===== src/rtl/seq_cfg.svh =====
`ifndef SEQ_CFG_SVH
`define SEQ_CFG_SVH

// Condition inputs x1 to x21
`define SEQ_COND_W 21

// Action outputs y1 to y43 plus y45
`define SEQ_ACT_W 44

// Enough for the 22 machine states
`define SEQ_STATE_W 5

`endif


===== src/rtl/seq_io_pkg.sv =====
`default_nettype none

package seq_io_pkg;

	// Condition word, x1 sits in bit 0
	typedef struct packed {
		logic x21;
		logic x20;
		logic x19;
		logic x18;
		logic x17;
		logic x16;
		logic x15;
		logic x14;
		logic x13;
		logic x12;
		logic x11;
		logic x10;
		logic x9;
		logic x8;
		logic x7;
		logic x6;
		logic x5;
		logic x4;
		logic x3;
		logic x2;
		logic x1;
	} cond_t;

	// Action word, y1 sits in bit 0 and there is no y44
	typedef struct packed {
		logic y45;
		logic y43;
		logic y42;
		logic y41;
		logic y40;
		logic y39;
		logic y38;
		logic y37;
		logic y36;
		logic y35;
		logic y34;
		logic y33;
		logic y32;
		logic y31;
		logic y30;
		logic y29;
		logic y28;
		logic y27;
		logic y26;
		logic y25;
		logic y24;
		logic y23;
		logic y22;
		logic y21;
		logic y20;
		logic y19;
		logic y18;
		logic y17;
		logic y16;
		logic y15;
		logic y14;
		logic y13;
		logic y12;
		logic y11;
		logic y10;
		logic y9;
		logic y8;
		logic y7;
		logic y6;
		logic y5;
		logic y4;
		logic y3;
		logic y2;
		logic y1;
	} action_t;

endpackage

`default_nettype wire


===== src/rtl/seq_state_pkg.sv =====
`default_nettype none

`include "seq_cfg.svh"

package seq_state_pkg;
	import seq_io_pkg::*;

	// Codes follow benchmark states s1 to s22
	typedef enum logic [`SEQ_STATE_W-1:0] {
		st_idle,
		st_load_a,
		st_load_b,
		st_prep_a,
		st_prep_b,
		st_hold_a,
		st_test,
		st_close,
		st_release,
		st_set_a,
		st_set_b,
		st_dispatch,
		st_guard_a,
		st_wait,
		st_guard_b,
		st_redispatch,
		st_guard_c,
		st_branch,
		st_step_a,
		st_guard_d,
		st_guard_e,
		st_step_b
	} state_t;

	// One step of the machine
	typedef struct packed {
		state_t  nxt;
		action_t act;
	} decision_t;

	// Back to idle, y22 when x17 agrees with x8 or x9
	function automatic decision_t release_decide(input cond_t c);
		decision_t d;
		d.nxt = st_idle;
		d.act = '0;
		d.act.y22 = c.x17 & (c.x8 | c.x9);
		return d;
	endfunction

endpackage

`default_nettype wire


===== src/rtl/branch_decoder.sv =====
`timescale 1ns/1ps
`default_nettype none

module branch_decoder (
	input  seq_io_pkg::cond_t        cond,
	output seq_state_pkg::decision_t dec
);
	import seq_io_pkg::*;
	import seq_state_pkg::*;

	logic load_en;

	// Enable for the y16/y17 load leaves
	always_comb
	begin
		if (cond.x4)
			load_en = cond.x6 ? cond.x11 : cond.x10;
		else if (cond.x5)
			load_en = cond.x6 ? cond.x13 : cond.x14;
		else
			load_en = cond.x6;
	end

	always_comb
	begin
		dec = release_decide(cond);
		if (cond.x20)
		begin
			if (cond.x5 && cond.x6)
				dec = '{st_release, action_t'{y3: 1'b1, y15: 1'b1, y23: 1'b1, default: 1'b0}};
			else if (cond.x5)
				dec = '{st_release, action_t'{y3: 1'b1, y5: 1'b1, y6: 1'b1, y7: 1'b1,
					y25: 1'b1, default: 1'b0}};
			else
				dec = '{st_guard_b, action_t'{y3: 1'b1, y6: 1'b1, y7: 1'b1, y30: 1'b1,
					y43: 1'b1, default: 1'b0}};
		end
		else if (!cond.x21)
		begin
			dec.nxt = st_release;
			dec.act = action_t'{y5: 1'b1, y6: 1'b1, y7: 1'b1, y24: 1'b1, y25: 1'b1,
				default: 1'b0};
			dec.act.y23 = !cond.x4;
		end
		else if (cond.x4 && cond.x5)
		begin
			if (cond.x6)
				dec = '{st_set_a, action_t'{y3: 1'b1, y5: 1'b1, y6: 1'b1, y7: 1'b1,
					y13: 1'b1, default: 1'b0}};
			else
				dec = '{st_set_b, action_t'{y2: 1'b1, y3: 1'b1, y15: 1'b1, y36: 1'b1,
					default: 1'b0}};
		end
		else if (load_en)
			dec = '{st_release, action_t'{y3: 1'b1, y5: 1'b1, y16: 1'b1, y17: 1'b1,
				default: 1'b0}};
		else if (!cond.x4 && !cond.x5)
			dec = '{st_release, action_t'{y35: 1'b1, default: 1'b0}};
		// Disabled load leaves keep the release rule
	end

endmodule

`default_nettype wire


===== src/rtl/screen_decoder.sv =====
`timescale 1ns/1ps
`default_nettype none

module screen_decoder (
	input  seq_io_pkg::cond_t        cond,
	output seq_state_pkg::decision_t dec
);
	import seq_io_pkg::*;
	import seq_state_pkg::*;

	// Caller has already seen x21 and x20 high
	always_comb
	begin
		dec = release_decide(cond);
		if (cond.x4)
		begin
			dec.nxt = st_release;
			if (cond.x6)
				dec.act = action_t'{y18: 1'b1, default: 1'b0};
			else
				dec.act = action_t'{y38: 1'b1, default: 1'b0};
		end
		else if (cond.x5)
		begin
			// x9 enables with x6 high, x8 without
			if (cond.x6 ? cond.x9 : cond.x8)
			begin
				dec.nxt = st_release;
				dec.act = action_t'{y9: 1'b1, default: 1'b0};
			end
		end
		else
		begin
			dec.nxt = st_release;
			if (cond.x6)
				dec.act = action_t'{y3: 1'b1, y5: 1'b1, y14: 1'b1, y39: 1'b1,
					y41: 1'b1, default: 1'b0};
			else
				dec.act = action_t'{y3: 1'b1, y5: 1'b1, y13: 1'b1, y40: 1'b1,
					y42: 1'b1, default: 1'b0};
		end
	end

endmodule

`default_nettype wire


===== src/rtl/sequencer_core.sv =====
`timescale 1ns/1ps
`default_nettype none

module sequencer_core (
	input  logic                rst,
	input  logic                clk,
	input  seq_io_pkg::cond_t   cond,
	output seq_io_pkg::action_t act
);
	import seq_io_pkg::*;
	import seq_state_pkg::*;

	state_t    state;
	decision_t cur;
	decision_t screen_dec;
	decision_t branch_dec;

	// Guard step with its enable and word, release rule otherwise
	function automatic decision_t guard(input logic en, input action_t word, input cond_t c);
		decision_t d;
		d = release_decide(c);
		if (en)
		begin
			d.nxt = st_release;
			d.act = word;
		end
		return d;
	endfunction

	screen_decoder u_screen (
		.cond (cond),
		.dec  (screen_dec)
	);

	branch_decoder u_branch (
		.cond (cond),
		.dec  (branch_dec)
	);

	always_ff @(posedge rst or negedge clk)
	begin
		if (!clk)
			state <= st_idle;
		else
			state <= cur.nxt;
	end

	assign act = cur.act;

	always_comb
	begin
		cur.nxt = st_idle;
		cur.act = '0;
		case (state)
			st_idle:
				if (cond.x1 && cond.x2)
					cur = '{st_load_a, action_t'{y3: 1'b1, y4: 1'b1, y5: 1'b1, default: 1'b0}};
				else if (cond.x1)
					cur = '{st_load_b, action_t'{y1: 1'b1, default: 1'b0}};
			st_load_a:
				cur = '{st_prep_a, action_t'{y2: 1'b1, y3: 1'b1, y5: 1'b1, y13: 1'b1,
					default: 1'b0}};
			st_load_b:
				cur = '{st_prep_b, action_t'{y2: 1'b1, y3: 1'b1, y4: 1'b1, y5: 1'b1,
					default: 1'b0}};
			st_prep_a:
				cur = '{st_hold_a, action_t'{y3: 1'b1, y14: 1'b1, y15: 1'b1, default: 1'b0}};
			st_prep_b:
				cur = '{st_test, action_t'{y5: 1'b1, y6: 1'b1, y7: 1'b1, y8: 1'b1, y9: 1'b1,
					default: 1'b0}};
			st_hold_a:
				cur = '{st_close, action_t'{y3: 1'b1, y5: 1'b1, y16: 1'b1, y17: 1'b1,
					default: 1'b0}};
			st_close:
				cur = '{st_idle, action_t'{y9: 1'b1, y18: 1'b1, y19: 1'b1, default: 1'b0}};
			st_test:
				if (!cond.x15)
					cur = '{st_wait, action_t'{y5: 1'b1, y10: 1'b1, y11: 1'b1, default: 1'b0}};
				else if (cond.x21 && cond.x20)
					cur = screen_dec;
				// With x20 low and x21 high this matches the branch body
				else if (cond.x21 && cond.x18)
					cur = branch_dec;
				else if (!cond.x18)
					cur = '{st_dispatch, action_t'{y3: 1'b1, y4: 1'b1, y5: 1'b1, y10: 1'b1,
						default: 1'b0}};
				else if (!cond.x20)
				begin
					cur = '{st_release, action_t'{y5: 1'b1, y10: 1'b1, y24: 1'b1, y25: 1'b1,
						default: 1'b0}};
					cur.act.y23 = !cond.x4;
				end
				else if (!cond.x5)
					cur = '{st_guard_a, action_t'{y3: 1'b1, y10: 1'b1, y30: 1'b1, y43: 1'b1,
						default: 1'b0}};
				else
				begin
					cur = '{st_release, action_t'{y3: 1'b1, y5: 1'b1, y10: 1'b1, default: 1'b0}};
					cur.act.y29 = cond.x6;
					cur.act.y25 = !cond.x6;
				end
			st_release:
				cur = release_decide(cond);
			st_set_a:
				cur = '{st_guard_c, action_t'{y3: 1'b1, y14: 1'b1, y15: 1'b1, y37: 1'b1,
					default: 1'b0}};
			st_set_b:
				cur = '{st_release, action_t'{y3: 1'b1, y5: 1'b1, y16: 1'b1, y17: 1'b1,
					default: 1'b0}};
			st_dispatch, st_redispatch:
				if (state == st_dispatch && cond.x3)
					cur = '{st_redispatch, action_t'{y4: 1'b1, y5: 1'b1, y6: 1'b1, y7: 1'b1,
						default: 1'b0}};
				else if (cond.x19)
					cur = branch_dec;
				else
					cur = '{st_branch, action_t'{y4: 1'b1, y5: 1'b1, y16: 1'b1, y20: 1'b1,
						y21: 1'b1, default: 1'b0}};
			st_branch:
				cur = branch_dec;
			st_wait:
				if (cond.x16)
					cur = '{st_load_b, action_t'{y12: 1'b1, default: 1'b0}};
				else if (cond.x21 && cond.x20)
					cur = screen_dec;
				else if (cond.x21 || cond.x3)
					cur = '{st_branch, action_t'{y3: 1'b1, y4: 1'b1, y5: 1'b1, y20: 1'b1,
						default: 1'b0}};
				else if (!cond.x20)
				begin
					cur = '{st_release, action_t'{y24: 1'b1, y25: 1'b1, default: 1'b0}};
					cur.act.y5 = cond.x5 || !cond.x4;
					cur.act.y6 = cond.x4 && !cond.x5;
					cur.act.y20 = !(cond.x4 && cond.x5);
					cur.act.y23 = cond.x5 || !cond.x4;
				end
				else if (cond.x4)
				begin
					cur.nxt = st_release;
					if (cond.x5)
						cur.act = cond.x6 ? action_t'{y28: 1'b1, default: 1'b0}
							: action_t'{y26: 1'b1, default: 1'b0};
					else if (cond.x6)
						cur.act = action_t'{y27: 1'b1, default: 1'b0};
					else
						cur = '{st_step_a, action_t'{y3: 1'b1, y5: 1'b1, y13: 1'b1,
							y23: 1'b1, default: 1'b0}};
				end
				else if (cond.x5)
				begin
					cur = '{st_release, action_t'{y3: 1'b1, y5: 1'b1, default: 1'b0}};
					cur.act.y23 = cond.x6;
					cur.act.y29 = cond.x6;
					cur.act.y20 = !cond.x6;
					cur.act.y25 = !cond.x6;
				end
				else if (cond.x6)
					cur = '{st_guard_d, action_t'{y3: 1'b1, y5: 1'b1, y13: 1'b1, y30: 1'b1,
						y45: 1'b1, default: 1'b0}};
				else
					cur = '{st_guard_e, action_t'{y3: 1'b1, y20: 1'b1, y30: 1'b1, y43: 1'b1,
						default: 1'b0}};
			st_guard_a, st_guard_b, st_guard_e:
				cur = guard(cond.x7, action_t'{y31: 1'b1, y32: 1'b1, default: 1'b0}, cond);
			st_guard_c:
				cur = guard(cond.x12, action_t'{y9: 1'b1, default: 1'b0}, cond);
			st_guard_d:
				cur = guard(cond.x7, action_t'{y33: 1'b1, y34: 1'b1, default: 1'b0}, cond);
			st_step_a:
				cur = '{st_step_b, action_t'{y3: 1'b1, y5: 1'b1, y20: 1'b1, y25: 1'b1,
					default: 1'b0}};
			st_step_b:
				cur = '{st_release, action_t'{y3: 1'b1, y5: 1'b1, y14: 1'b1, y29: 1'b1,
					default: 1'b0}};
			// Unused codes return to idle
			default:
				cur.nxt = st_idle;
		endcase
	end

endmodule

`default_nettype wire


===== config.mk =====
export PLATFORM = sky130hd
export DESIGN_NAME = sequencer_core
export DESIGN_NICKNAME = d
export VERILOG_FILES = /design/src/rtl/seq_io_pkg.sv /design/src/rtl/seq_state_pkg.sv /design/src/rtl/branch_decoder.sv /design/src/rtl/screen_decoder.sv /design/src/rtl/sequencer_core.sv
export VERILOG_INCLUDE_DIRS = /design/src /design/src/rtl
export SDC_FILE = /design/constraint.sdc
export NUM_CORES = 1
export LEC_CHECK = 0
export BUFFER_PORTS_ARGS = -buffer_cell sky130_fd_sc_hd__buf_2
export CAP_MARGIN = 15
export CELL_PAD_IN_SITES_DETAIL_PLACEMENT = 1
export CELL_PAD_IN_SITES_GLOBAL_PLACEMENT = 2
export CORE_MARGIN = 2
export CORE_UTILIZATION = 28
export CTS_CLUSTER_SIZE = 30
export DETAILED_ROUTE_END_ITERATION = 8
export GPL_TIMING_DRIVEN = 1
export PLACE_DENSITY = 0.91
export SETUP_SLACK_MARGIN = 0.15
export SLEW_MARGIN = 20
export SYNTH_ARGS = -nofsm -noshare
export SYNTH_HDL_FRONTEND = slang
export SYNTH_SLANG_ARGS = --single-unit

===== constraint.sdc =====
create_clock -name rst -period 6.6 [get_ports rst]
set_clock_uncertainty 0.2 [all_clocks]
set_input_delay 0.66 -clock rst [delete_from_list [all_inputs] [get_ports rst]]
set_output_delay 0.66 -clock rst [all_outputs]
set_load 0.02 [all_outputs]

==> impl_metrics.ini, run 1 <==
[status]
outcome = complete, no violations

[layout]
layout.cells.non_filler = 424
n_antenna_cell = 0
largest_reg_flops = 5
num-nets-final = 352
drive_above_1_share_pct = 22.6
seq_area_um2 = 125
final_cell_mix = buf_2, nand2_1, a21oi_1, o21ai_0, nor2_1
top_register = state
multi_input_area_um2 = 1440
final_common_cell = buf_2
reg_top3 = state: 5 flops
fillers = 933
area_growth_pct = 3.60

[clock_tree]
cts_tree = yes
cts_hold_buf = 0
clockRootBuffer = clkbuf_8
clock_sink_count = 5
cts_resized = 0
clk_pin_slew_worst_paths_ns = 0.04
clkLatencyLatePin_ns = 0.23
cts_buffers = 3
postCtsSetupBuffers = 0
max-clock-path-buffers = 2
cts-htree-levels = 1

[worst_setup_path]
crit_path_max_fanout = 23
cp_top_family = simple AND/OR/NAND/NOR gates
cp.arrival_ns = 3.18
cp-end-kind = output port
max_stage_delay_ns = 0.78
worstPathBufferInverterCount = 1
cp.required_ns = 5.74
start_kind = flop
critPathKind = flop to output port
critPathSlowestCell = dfrtp_1
worstPathCellList = nor3b_1 > a32oi_1 > and2_0 > or2_2 > o31ai_1 > buf_2

[sta]
fin_setup_tns_ns = 0
fmax_ghz = 0.248
tightest_slew_ns = 0.854
finalHoldViolCount = 0
period_share_pct = 61.1
period_minus_slack_ns = 4.04
slew_viol_final = 0
rsz0062_at_grt = false
final-setup-viol-count = 0
slew_headroom_pct = 43.0

[routing]
wl_um = 7960
viasPerCell = 5.76
firstDrtPassIters = 5
routedWlPerCell_um = 18.8
initialDrtViolationCount = 270
vias = 2444
ant_nets = 0
drc = 0

[yosys]
yosysSeqAreaShare_pct = 6.20
synth_cell_types = 58
syn_area_um2 = 2020
synth_edf_count = 0
synthCells = 324
async_flop_share_pct = 100
synth_top_flop_cell = dfrtp_1
ys_seq_elements = 5
syn-num-nets = 347
yosys_warnings = 0
synth.avg_cell_area_um2 = 6.23

[global_route]
grt_use_total_pct = 19.9
antenna_found_initial = 0
grt_max_degree = 26
grt_pass1_wl_um = 12100
grt_pass1_vias = 2308
grt-ovfl-total = 0

[hold_path]
hp-class = input pin to asynchronous set/reset pin

[die]
dieArea_um2 = 7900
ios = 67
start_util_pct = 29.4
rows = 30
die_height_um = 88.9
die_w_um = 88.9
core-area_um2 = 6870

[placement]
gp_congestion = 0.953
placed_cells = 420
hpwlAfterDp_um = 6260
io_buffers = 66

[power_and_ir_drop]
p_leak_nw = 0.903
peakVddDrop_mv = 0.0808
total_power_mw = 0.632
p_per_area_nw_per_um2 = 302

[flow_run]
drv_cap = 0
-- through the flow --
step                      worst slack, ns  instance area, um2  util (%)  hold WS (ns)
final                                2.56                2090      30.4        0.0468
after global routing                 2.32                2090      30.4        0.0436
after CTS                            2.61                2090      30.4        0.0446
after global placement               3.05                2050      29.8         0.285
after floorplan                      3.48                2020         -         0.164
after detailed placement             2.85                2050      29.8         0.283
-- per-layer routing --
| layer | up-vias | global-route usage, % | share of wire (%) |
|---|---|---|---|
| li1 | 1149 | - | - |
| met1 | 1154 | 27.4 | 44 |
| met2 | 129 | 32.4 | 47 |
| met3 | 12 | 3.97 | 8.3 |
| met4 | 0 | 3.58 | 0.90 |
| met5 | - | 0 | 0 |
-- cells by family after synthesis --
kind of cell / synth area share (%)
flops: 6.20
buf+inv: 22.4
simple gates: 38.0
xor+xnor: 0.868
compound gates: 31.0
mux: 1.49
-- layout make-up --
class | count | area share, %
Tap cell | 96 | 5.75
Clock buffer | 4 | 2.15
Inverter | 8 | 1.44
Sequential cell | 5 | 5.98
Multi-Input combinational cell | 245 | 68.9
Timing Repair Buffer | 66 | 15.8
-- cell usage after synthesis (all sizes together), types with 2 or more instances --
| cell | n | share of area [%] |
|---|---|---|
| nor3 | 14 | 3.5 |
| o311ai | 3 | 1.3 |
| dfrtp | 5 | 6.2 |
| a221o | 2 | 0.99 |
| nor2 | 21 | 3.9 |
| a21oi | 23 | 5.7 |
| or2 | 4 | 1.2 |
| a21o | 2 | 0.74 |
| a211o | 3 | 1.3 |
| a31oi | 5 | 1.5 |
| a22oi | 2 | 0.74 |
| o211ai | 3 | 1.1 |
| a2bb2oi | 2 | 0.87 |
| o21a | 3 | 1.1 |
| o31ai | 5 | 1.9 |
| clkbuf | 18 | 3.3 |
| and3b | 2 | 0.87 |
| mux2i | 3 | 1.5 |
| inv | 8 | 1.5 |
| nand3b | 2 | 0.74 |
| o22ai | 2 | 0.62 |
| nand3 | 16 | 4.0 |
| nand4 | 2 | 0.62 |
| or3b | 2 | 0.87 |
| a211oi | 3 | 1.1 |
| nor4 | 4 | 1.2 |
| xnor2 | 2 | 0.87 |
| nor3b | 6 | 2.2 |
| nand2 | 32 | 6.0 |
| o32ai | 4 | 1.7 |
| nand2b | 9 | 2.8 |
| or3 | 6 | 1.9 |
| and2 | 8 | 2.5 |
| o21ai | 23 | 5.7 |
| buf | 48 | 18 |
| nor2b | 12 | 3.7 |
-- final timing paths --
check | from | to | slack (ns) | cells past startpoint
worst max-delay path | state[4] | act[22] | 2.56 | 6
worst min-delay path | clk | state[1] | 0.05 | 1
worst max register to register | state[4] | state[2] | 3.90 | 5
worst min register to register | state[3] | state[0] | 0.88 | 2
max in group asynchronous | clk | state[3] | 6.01 | 1
min in group rst | cond[6] | state[3] | 0.62 | 3
-- report_power, final --
| part | switching (mW) | internal (mW) | total [mW] | leakage (nW) |
|---|---|---|---|---|
| clock | 0.0162 | 0.0415 | 0.0578 | 0.0228 |
| combinational | 0.299 | 0.164 | 0.463 | 0.816 |
| sequential | 0.0684 | 0.0428 | 0.111 | 0.0639 |
| total | 0.384 | 0.248 | 0.632 | 0.903 |
Note: power is estimated with default switching activity, not from simulation.
==> run 2, diff against run 1 <==
--- a/config.mk
+++ b/config.mk
@@ -11,11 +11,11 @@
 export CELL_PAD_IN_SITES_DETAIL_PLACEMENT = 1
 export CELL_PAD_IN_SITES_GLOBAL_PLACEMENT = 2
 export CORE_MARGIN = 2
-export CORE_UTILIZATION = 28
+export CORE_UTILIZATION = 26
 export CTS_CLUSTER_SIZE = 30
 export DETAILED_ROUTE_END_ITERATION = 8
 export GPL_TIMING_DRIVEN = 1
-export PLACE_DENSITY = 0.91
+export PLACE_DENSITY = 0.86
 export SETUP_SLACK_MARGIN = 0.15
 export SLEW_MARGIN = 20
 export SYNTH_ARGS = -nofsm -noshare
==> constraint.sdc (replaced) <==
create_clock -name rst -period 3.78 [get_ports rst]
set_clock_uncertainty 0.2 [all_clocks]
set_input_delay 0.378 -clock rst [delete_from_list [all_inputs] [get_ports rst]]
set_output_delay 0.378 -clock rst [all_outputs]
set_load 0.02 [all_outputs]
==> impl_metrics.ini, run 2 (synthesized netlist as in run 1, its figures left out) <==
[hold_path]
hp-class = input pin to asynchronous set/reset pin

[worst_setup_path]
cp.arrival_ns = 2.87
start_kind = flop
cp-end-kind = output port
rr_endpoint = state[2]
rr_worst_depth = 5
cp_top_family = simple AND/OR/NAND/NOR gates
critPathKind = flop to output port
critPathSlowestCell = or3_1
rrSetupSlack_ns = 1.19
cp.required_ns = 3.20
crit_top_cell = or3_1
worstPathCellList = or3b_1 > or3_1 > or2_1 > or3_1 > o311ai_1 > buf_2
rr_startpoint = state[0]
worstPathBufferInverterCount = 1
max_stage_delay_ns = 0.57
crit_path_max_fanout = 17

[layout]
final_common_cell = buf_2
largest_reg_flops = 5
n_antenna_cell = 0
area_growth_pct = 7.32
drive_above_1_share_pct = 24.7
num-nets-final = 360
fillers = 1021
layout.cells.non_filler = 438
fin_util_pct = 28.5
final_cell_mix = buf_2, nand2_1, o21ai_0, a21oi_1, nor2_1
top_register = state
reg_top3 = state: 5 flops
fin_area_um2 = 2170

[sta]
rsz0062_at_grt = false
tightest_slew_ns = 0.728
final-setup-viol-count = 0
finalHoldViolCount = 0
timing.hold.ws_ns = 0.308
fin_setup_tns_ns = 0
period_minus_slack_ns = 3.44
slew_viol_final = 0
fin_ws_ns = 0.336
fmax_ghz = 0.290
period_share_pct = 91.1
slew_headroom_pct = 51.5

[power_and_ir_drop]
p_per_area_nw_per_um2 = 538
total_power_mw = 1.17
peakVddDrop_mv = 0.129
p_leak_nw = 0.941

[clock_tree]
max-clock-path-buffers = 2
cts-htree-levels = 1
clkLatencyLatePin_ns = 0.23
clk_pin_slew_worst_paths_ns = 0.04
clock_sink_count = 5
cts_tree = yes
cts_buffers = 3
postCtsSetupBuffers = 0
clockRootBuffer = clkbuf_8

[die]
rows = 32
die_w_um = 92.1
die_height_um = 92.1
dieArea_um2 = 8480
core-area_um2 = 7610
start_util_pct = 26.5
ios = 67

[placement]
gp_congestion = 0.939
dp_slack_ns = 0.438
io_buffers = 66
hpwlAfterDp_um = 6640
dpl_cell_area_um2 = 2110
placed_cells = 433

[global_route]
grt_pass1_vias = 2546
grt_pass1_wl_um = 13600
antenna_found_initial = 0
grt_use_total_pct = 20.0
grt-ovfl-total = 0
grt_max_degree = 24

[routing]
routedWlPerCell_um = 19.1
firstDrtPassIters = 4
viasPerCell = 5.65
vias = 2473
initialDrtViolationCount = 219
drc = 0
wl_um = 8370
ant_nets = 0

[flow_run]
drv_cap = 0

[status]
outcome = complete, no violations
run 2: cell type report:
cell class	instances	area (um2)	area share, %
Sequential cell	5	126	5.83
Tap cell	102	128	5.89
Timing Repair Buffer	74	393	18.1
Multi-Input combinational cell	245	1440	66.7
Clock buffer	4	45.0	2.08
Inverter	8	30.0	1.39
run 2: timing repair:
| action | CTS | global route |
|---|---|---|
| hold buffers | 1 | 0 |
| endpoints found under the hold margin | 5 | 0 |
| setup endpoints to repair | 0 | 8 |
| resized for setup | 0 | 2 |
run 2: worst reg2reg max path, delay by kind of cell (launching register included):
| family | cells | cell delay [ns] |
|---|---|---|
| flip-flops | 1 | 0.52 |
| AND/OR/NAND/NOR | 4 | 1.62 |
| AO/OA/AOI/OAI | 1 | 0.16 |
run 2: worst max-delay path by stage:
stage / start / endpoint / cells after the start
after global routing: state[0] / act[28] / 6
after detailed placement: state[0] / act[13] / 6
after CTS: state[0] / act[12] / 6
after floorplan: state[1] / act[28] / 9
after global placement: state[0] / act[13] / 6
final: state[0] / act[28] / 6
run 2: where the power goes:
group | internal, mW | switching (mW)
logic | 0.317 | 0.605
clock network | 0.0730 | 0.0331
registers | 0.0771 | 0.0614
run 2: per-layer routing:
| metal | wire length, um | vias up | track usage (%) |
|---|---|---|---|
| met1 | 3710 | 1202 | 27.0 |
| met3 | 594 | 23 | 4.44 |
| met2 | 3790 | 90 | 31.3 |
| met4 | 273 | 0 | 6.59 |
| met5 | 0 | - | 0 |
| li1 | - | 1158 | - |
==> run 3, diff against run 2 <==
--- a/config.mk
+++ b/config.mk
@@ -6,16 +6,17 @@
 export SDC_FILE = /design/constraint.sdc
 export NUM_CORES = 1
 export LEC_CHECK = 0
+export ABC_AREA = 1
 export BUFFER_PORTS_ARGS = -buffer_cell sky130_fd_sc_hd__buf_2
 export CAP_MARGIN = 15
 export CELL_PAD_IN_SITES_DETAIL_PLACEMENT = 1
 export CELL_PAD_IN_SITES_GLOBAL_PLACEMENT = 2
 export CORE_MARGIN = 2
-export CORE_UTILIZATION = 26
+export CORE_UTILIZATION = 24
 export CTS_CLUSTER_SIZE = 30
 export DETAILED_ROUTE_END_ITERATION = 8
 export GPL_TIMING_DRIVEN = 1
-export PLACE_DENSITY = 0.86
+export PLACE_DENSITY = 0.87
 export SETUP_SLACK_MARGIN = 0.15
 export SLEW_MARGIN = 20
 export SYNTH_ARGS = -nofsm -noshare
==> impl_metrics.ini, run 3 <==
[routing]
vias = 2575
initialDrtViolationCount = 106
ant_nets = 0
viasPerCell = 4.97
drc = 0
wl_um = 8350
firstDrtPassIters = 4
routedWlPerCell_um = 16.1

[flow_run]
drv_cap = 0

[hold_path]
hp-class = input pin to asynchronous set/reset pin

[worst_setup_path]
cp.arrival_ns = 2.24
rr_startpoint = state[4]
rr_endpoint = state[0]
start_kind = flop
worstPathBufferInverterCount = 3
critPathKind = flop to output port
cp_top_family = simple AND/OR/NAND/NOR gates
critPathSlowestCell = dfrtp_1
cp.required_ns = 3.20
crit_path_max_fanout = 10
max_stage_delay_ns = 0.62
worstPathCellList = inv_1 > nand2_1 > o21ai_0 > inv_1 > nand3_1 > nor2_1 > nand3_1 > buf_2
rrSetupSlack_ns = 1.73
cp-end-kind = output port
rr_worst_depth = 7

[yosys]
synth_top_flop_cell = dfrtp_1
yosys_warnings = 0
synth_commonest_cells = nand2_1, nor2_1, buf_4, inv_1, nand3_1
synth_edf_count = 0
synthCells = 392
ys_seq_elements = 5
synth_cell_types = 31
synth.avg_cell_area_um2 = 5.05
synth_top_area_share_pct = 17.8
syn_area_um2 = 1980
async_flop_share_pct = 100
syn-num-nets = 415
yosysMostFrequentCell = nand2_1
yosysSeqAreaShare_pct = 6.32
yosys.area.top_type = nand2_1
yosys-top-cells-area = nand2_1, buf_4, nor2_1

[sta]
finalHoldViolCount = 0
fin_ws_ns = 0.964
rsz0062_at_grt = false
period_minus_slack_ns = 2.82
tightest_slew_ns = 0.511
slew_headroom_pct = 65.7
fmax_ghz = 0.355
final-setup-viol-count = 0
timing.hold.ws_ns = 0.305
fin_setup_tns_ns = 0
slew_viol_final = 0
period_share_pct = 74.5

[layout]
fillers = 1172
n_antenna_cell = 0
area_growth_pct = 8.22
num-nets-final = 437
final_common_cell = nand2_1
drive_above_1_share_pct = 21.8
final_cell_mix = nand2_1, nor2_1, buf_2, nand3_1, inv_1
largest_reg_flops = 5
top_register = state
reg_top3 = state: 5 flops

[power_and_ir_drop]
p_leak_nw = 1.29
power.switching_mw = 0.656
swShare_pct = 62.6
p_int_mw = 0.392
p_seq_share_pct = 11.5
p_clk_share_pct = 9.5
peakVddDrop_mv = 0.153
p_per_area_nw_per_um2 = 489
total_power_mw = 1.05
p_comb_share_pct = 79.1

[clock_tree]
clockRootBuffer = clkbuf_8
clk_pin_slew_worst_paths_ns = 0.04
clkLatencyLatePin_ns = 0.22
cts-htree-levels = 1
cts_buffers = 3
cts_resized = 0
max-clock-path-buffers = 2
clock_sink_count = 5
cts_tree = yes

[die]
die_height_um = 94.8
start_util_pct = 24.5
core-area_um2 = 8090
rows = 33
die_w_um = 94.8
ios = 67
dieArea_um2 = 8990

[status]
outcome = complete, no violations

[placement]
hpwlAfterDp_um = 7200
dp_slack_ns = 1.22
gp_congestion = 0.932
io_buffers = 66

[global_route]
grt_max_degree = 14
grt_pass1_vias = 2630
antenna_found_initial = 0
grt_pass1_wl_um = 13400
grt_use_total_pct = 19.1
grt-ovfl-total = 0
## run 3: cell types whose count changed after synthesis, sizes merged, moves of 6 or more
| cell | delta |
|---|---|
| nand2 | +64 |
| nor2 | +54 |
| inv | +43 |
| nand3 | +31 |
| clkbuf | -14 |
| nor2b | -12 |
| a21oi | -9 |
| nand2b | -9 |
| and2 | -7 |
| nor3b | -6 |
| or3 | -6 |
## run 3: worst max-delay path by stage
stage | slack (ns) | from | depth (start not counted) | end
after floorplan | 1.63 | state[4] | 9 | act[39]
after global placement | 1.19 | state[3] | 8 | act[34]
after detailed placement | 1.22 | state[2] | 8 | act[34]
after CTS | 0.98 | state[2] | 8 | act[34]
after global routing | 0.77 | state[4] | 8 | act[34]
final | 0.96 | state[4] | 8 | act[2]
## run 3: worst reg2reg max path: cells and delay by family, from the launching register on
family                 cells  cell delay (ns)
and+or+nand+nor            4             0.50
DFF                        1             0.62
AOI/OAI and AO/OA          1             0.19
buffers and inverters      2             0.39
## run 3: kinds of logic (layout without fill, tap and decap cells)
group	Yosys count	count (layout)	synth area share, %
flip-flops	5	5	6.32
AO/OA/AOI/OAI	49	49	14.0
AND/OR/NAND/NOR	237	237	52.1
buffers and inverters	101	122	27.6
## run 3: power groups by stage
| stage | Clock (mW) | Sequential, mW | Combinational, mW |
|---|---|---|---|
| after floorplan | 0 | 0.103 | 0.705 |
| after global placement | 0 | 0.118 | 0.827 |
| after detailed placement | 0 | 0.120 | 0.827 |
| after CTS | 0.103 | 0.120 | 0.831 |
| after global routing | 0.108 | 0.127 | 0.919 |
| final | 0.0991 | 0.120 | 0.829 |
## run 3: repair_timing
action	CTS	global route
hold buffers	1	0
buffers inserted	0	0
hold endpoints to repair	5	0
## run 3: cell type report
class,instances,area (um2),area share (%)
timing repair buffer,67,340,15.9
tap,105,131,6.13
inverter,51,191,8.94
clock buffer,4,45.0,2.10
multi-input combinational,286,1310,61.1
sequential,5,125,5.84
## run 3: stage by stage
stage / instances / util (%) / instance area [um2]
after floorplan: 392 / - / 1980
after global placement: 513 / 25.8 / 2090
after detailed placement: 513 / 25.8 / 2090
after CTS: 518 / 26.5 / 2140
after global routing: 518 / 26.5 / 2140
final: 518 / 26.5 / 2140
## run 3: routing by layer
layer | part of all wire, % | wire, um | track usage [%]
met5 | 0 | 0 | 0
met2 | 46 | 3820 | 31.1
met3 | 5.5 | 458 | 1.76
met1 | 46 | 3850 | 26.3
met4 | 2.7 | 224 | 6.64
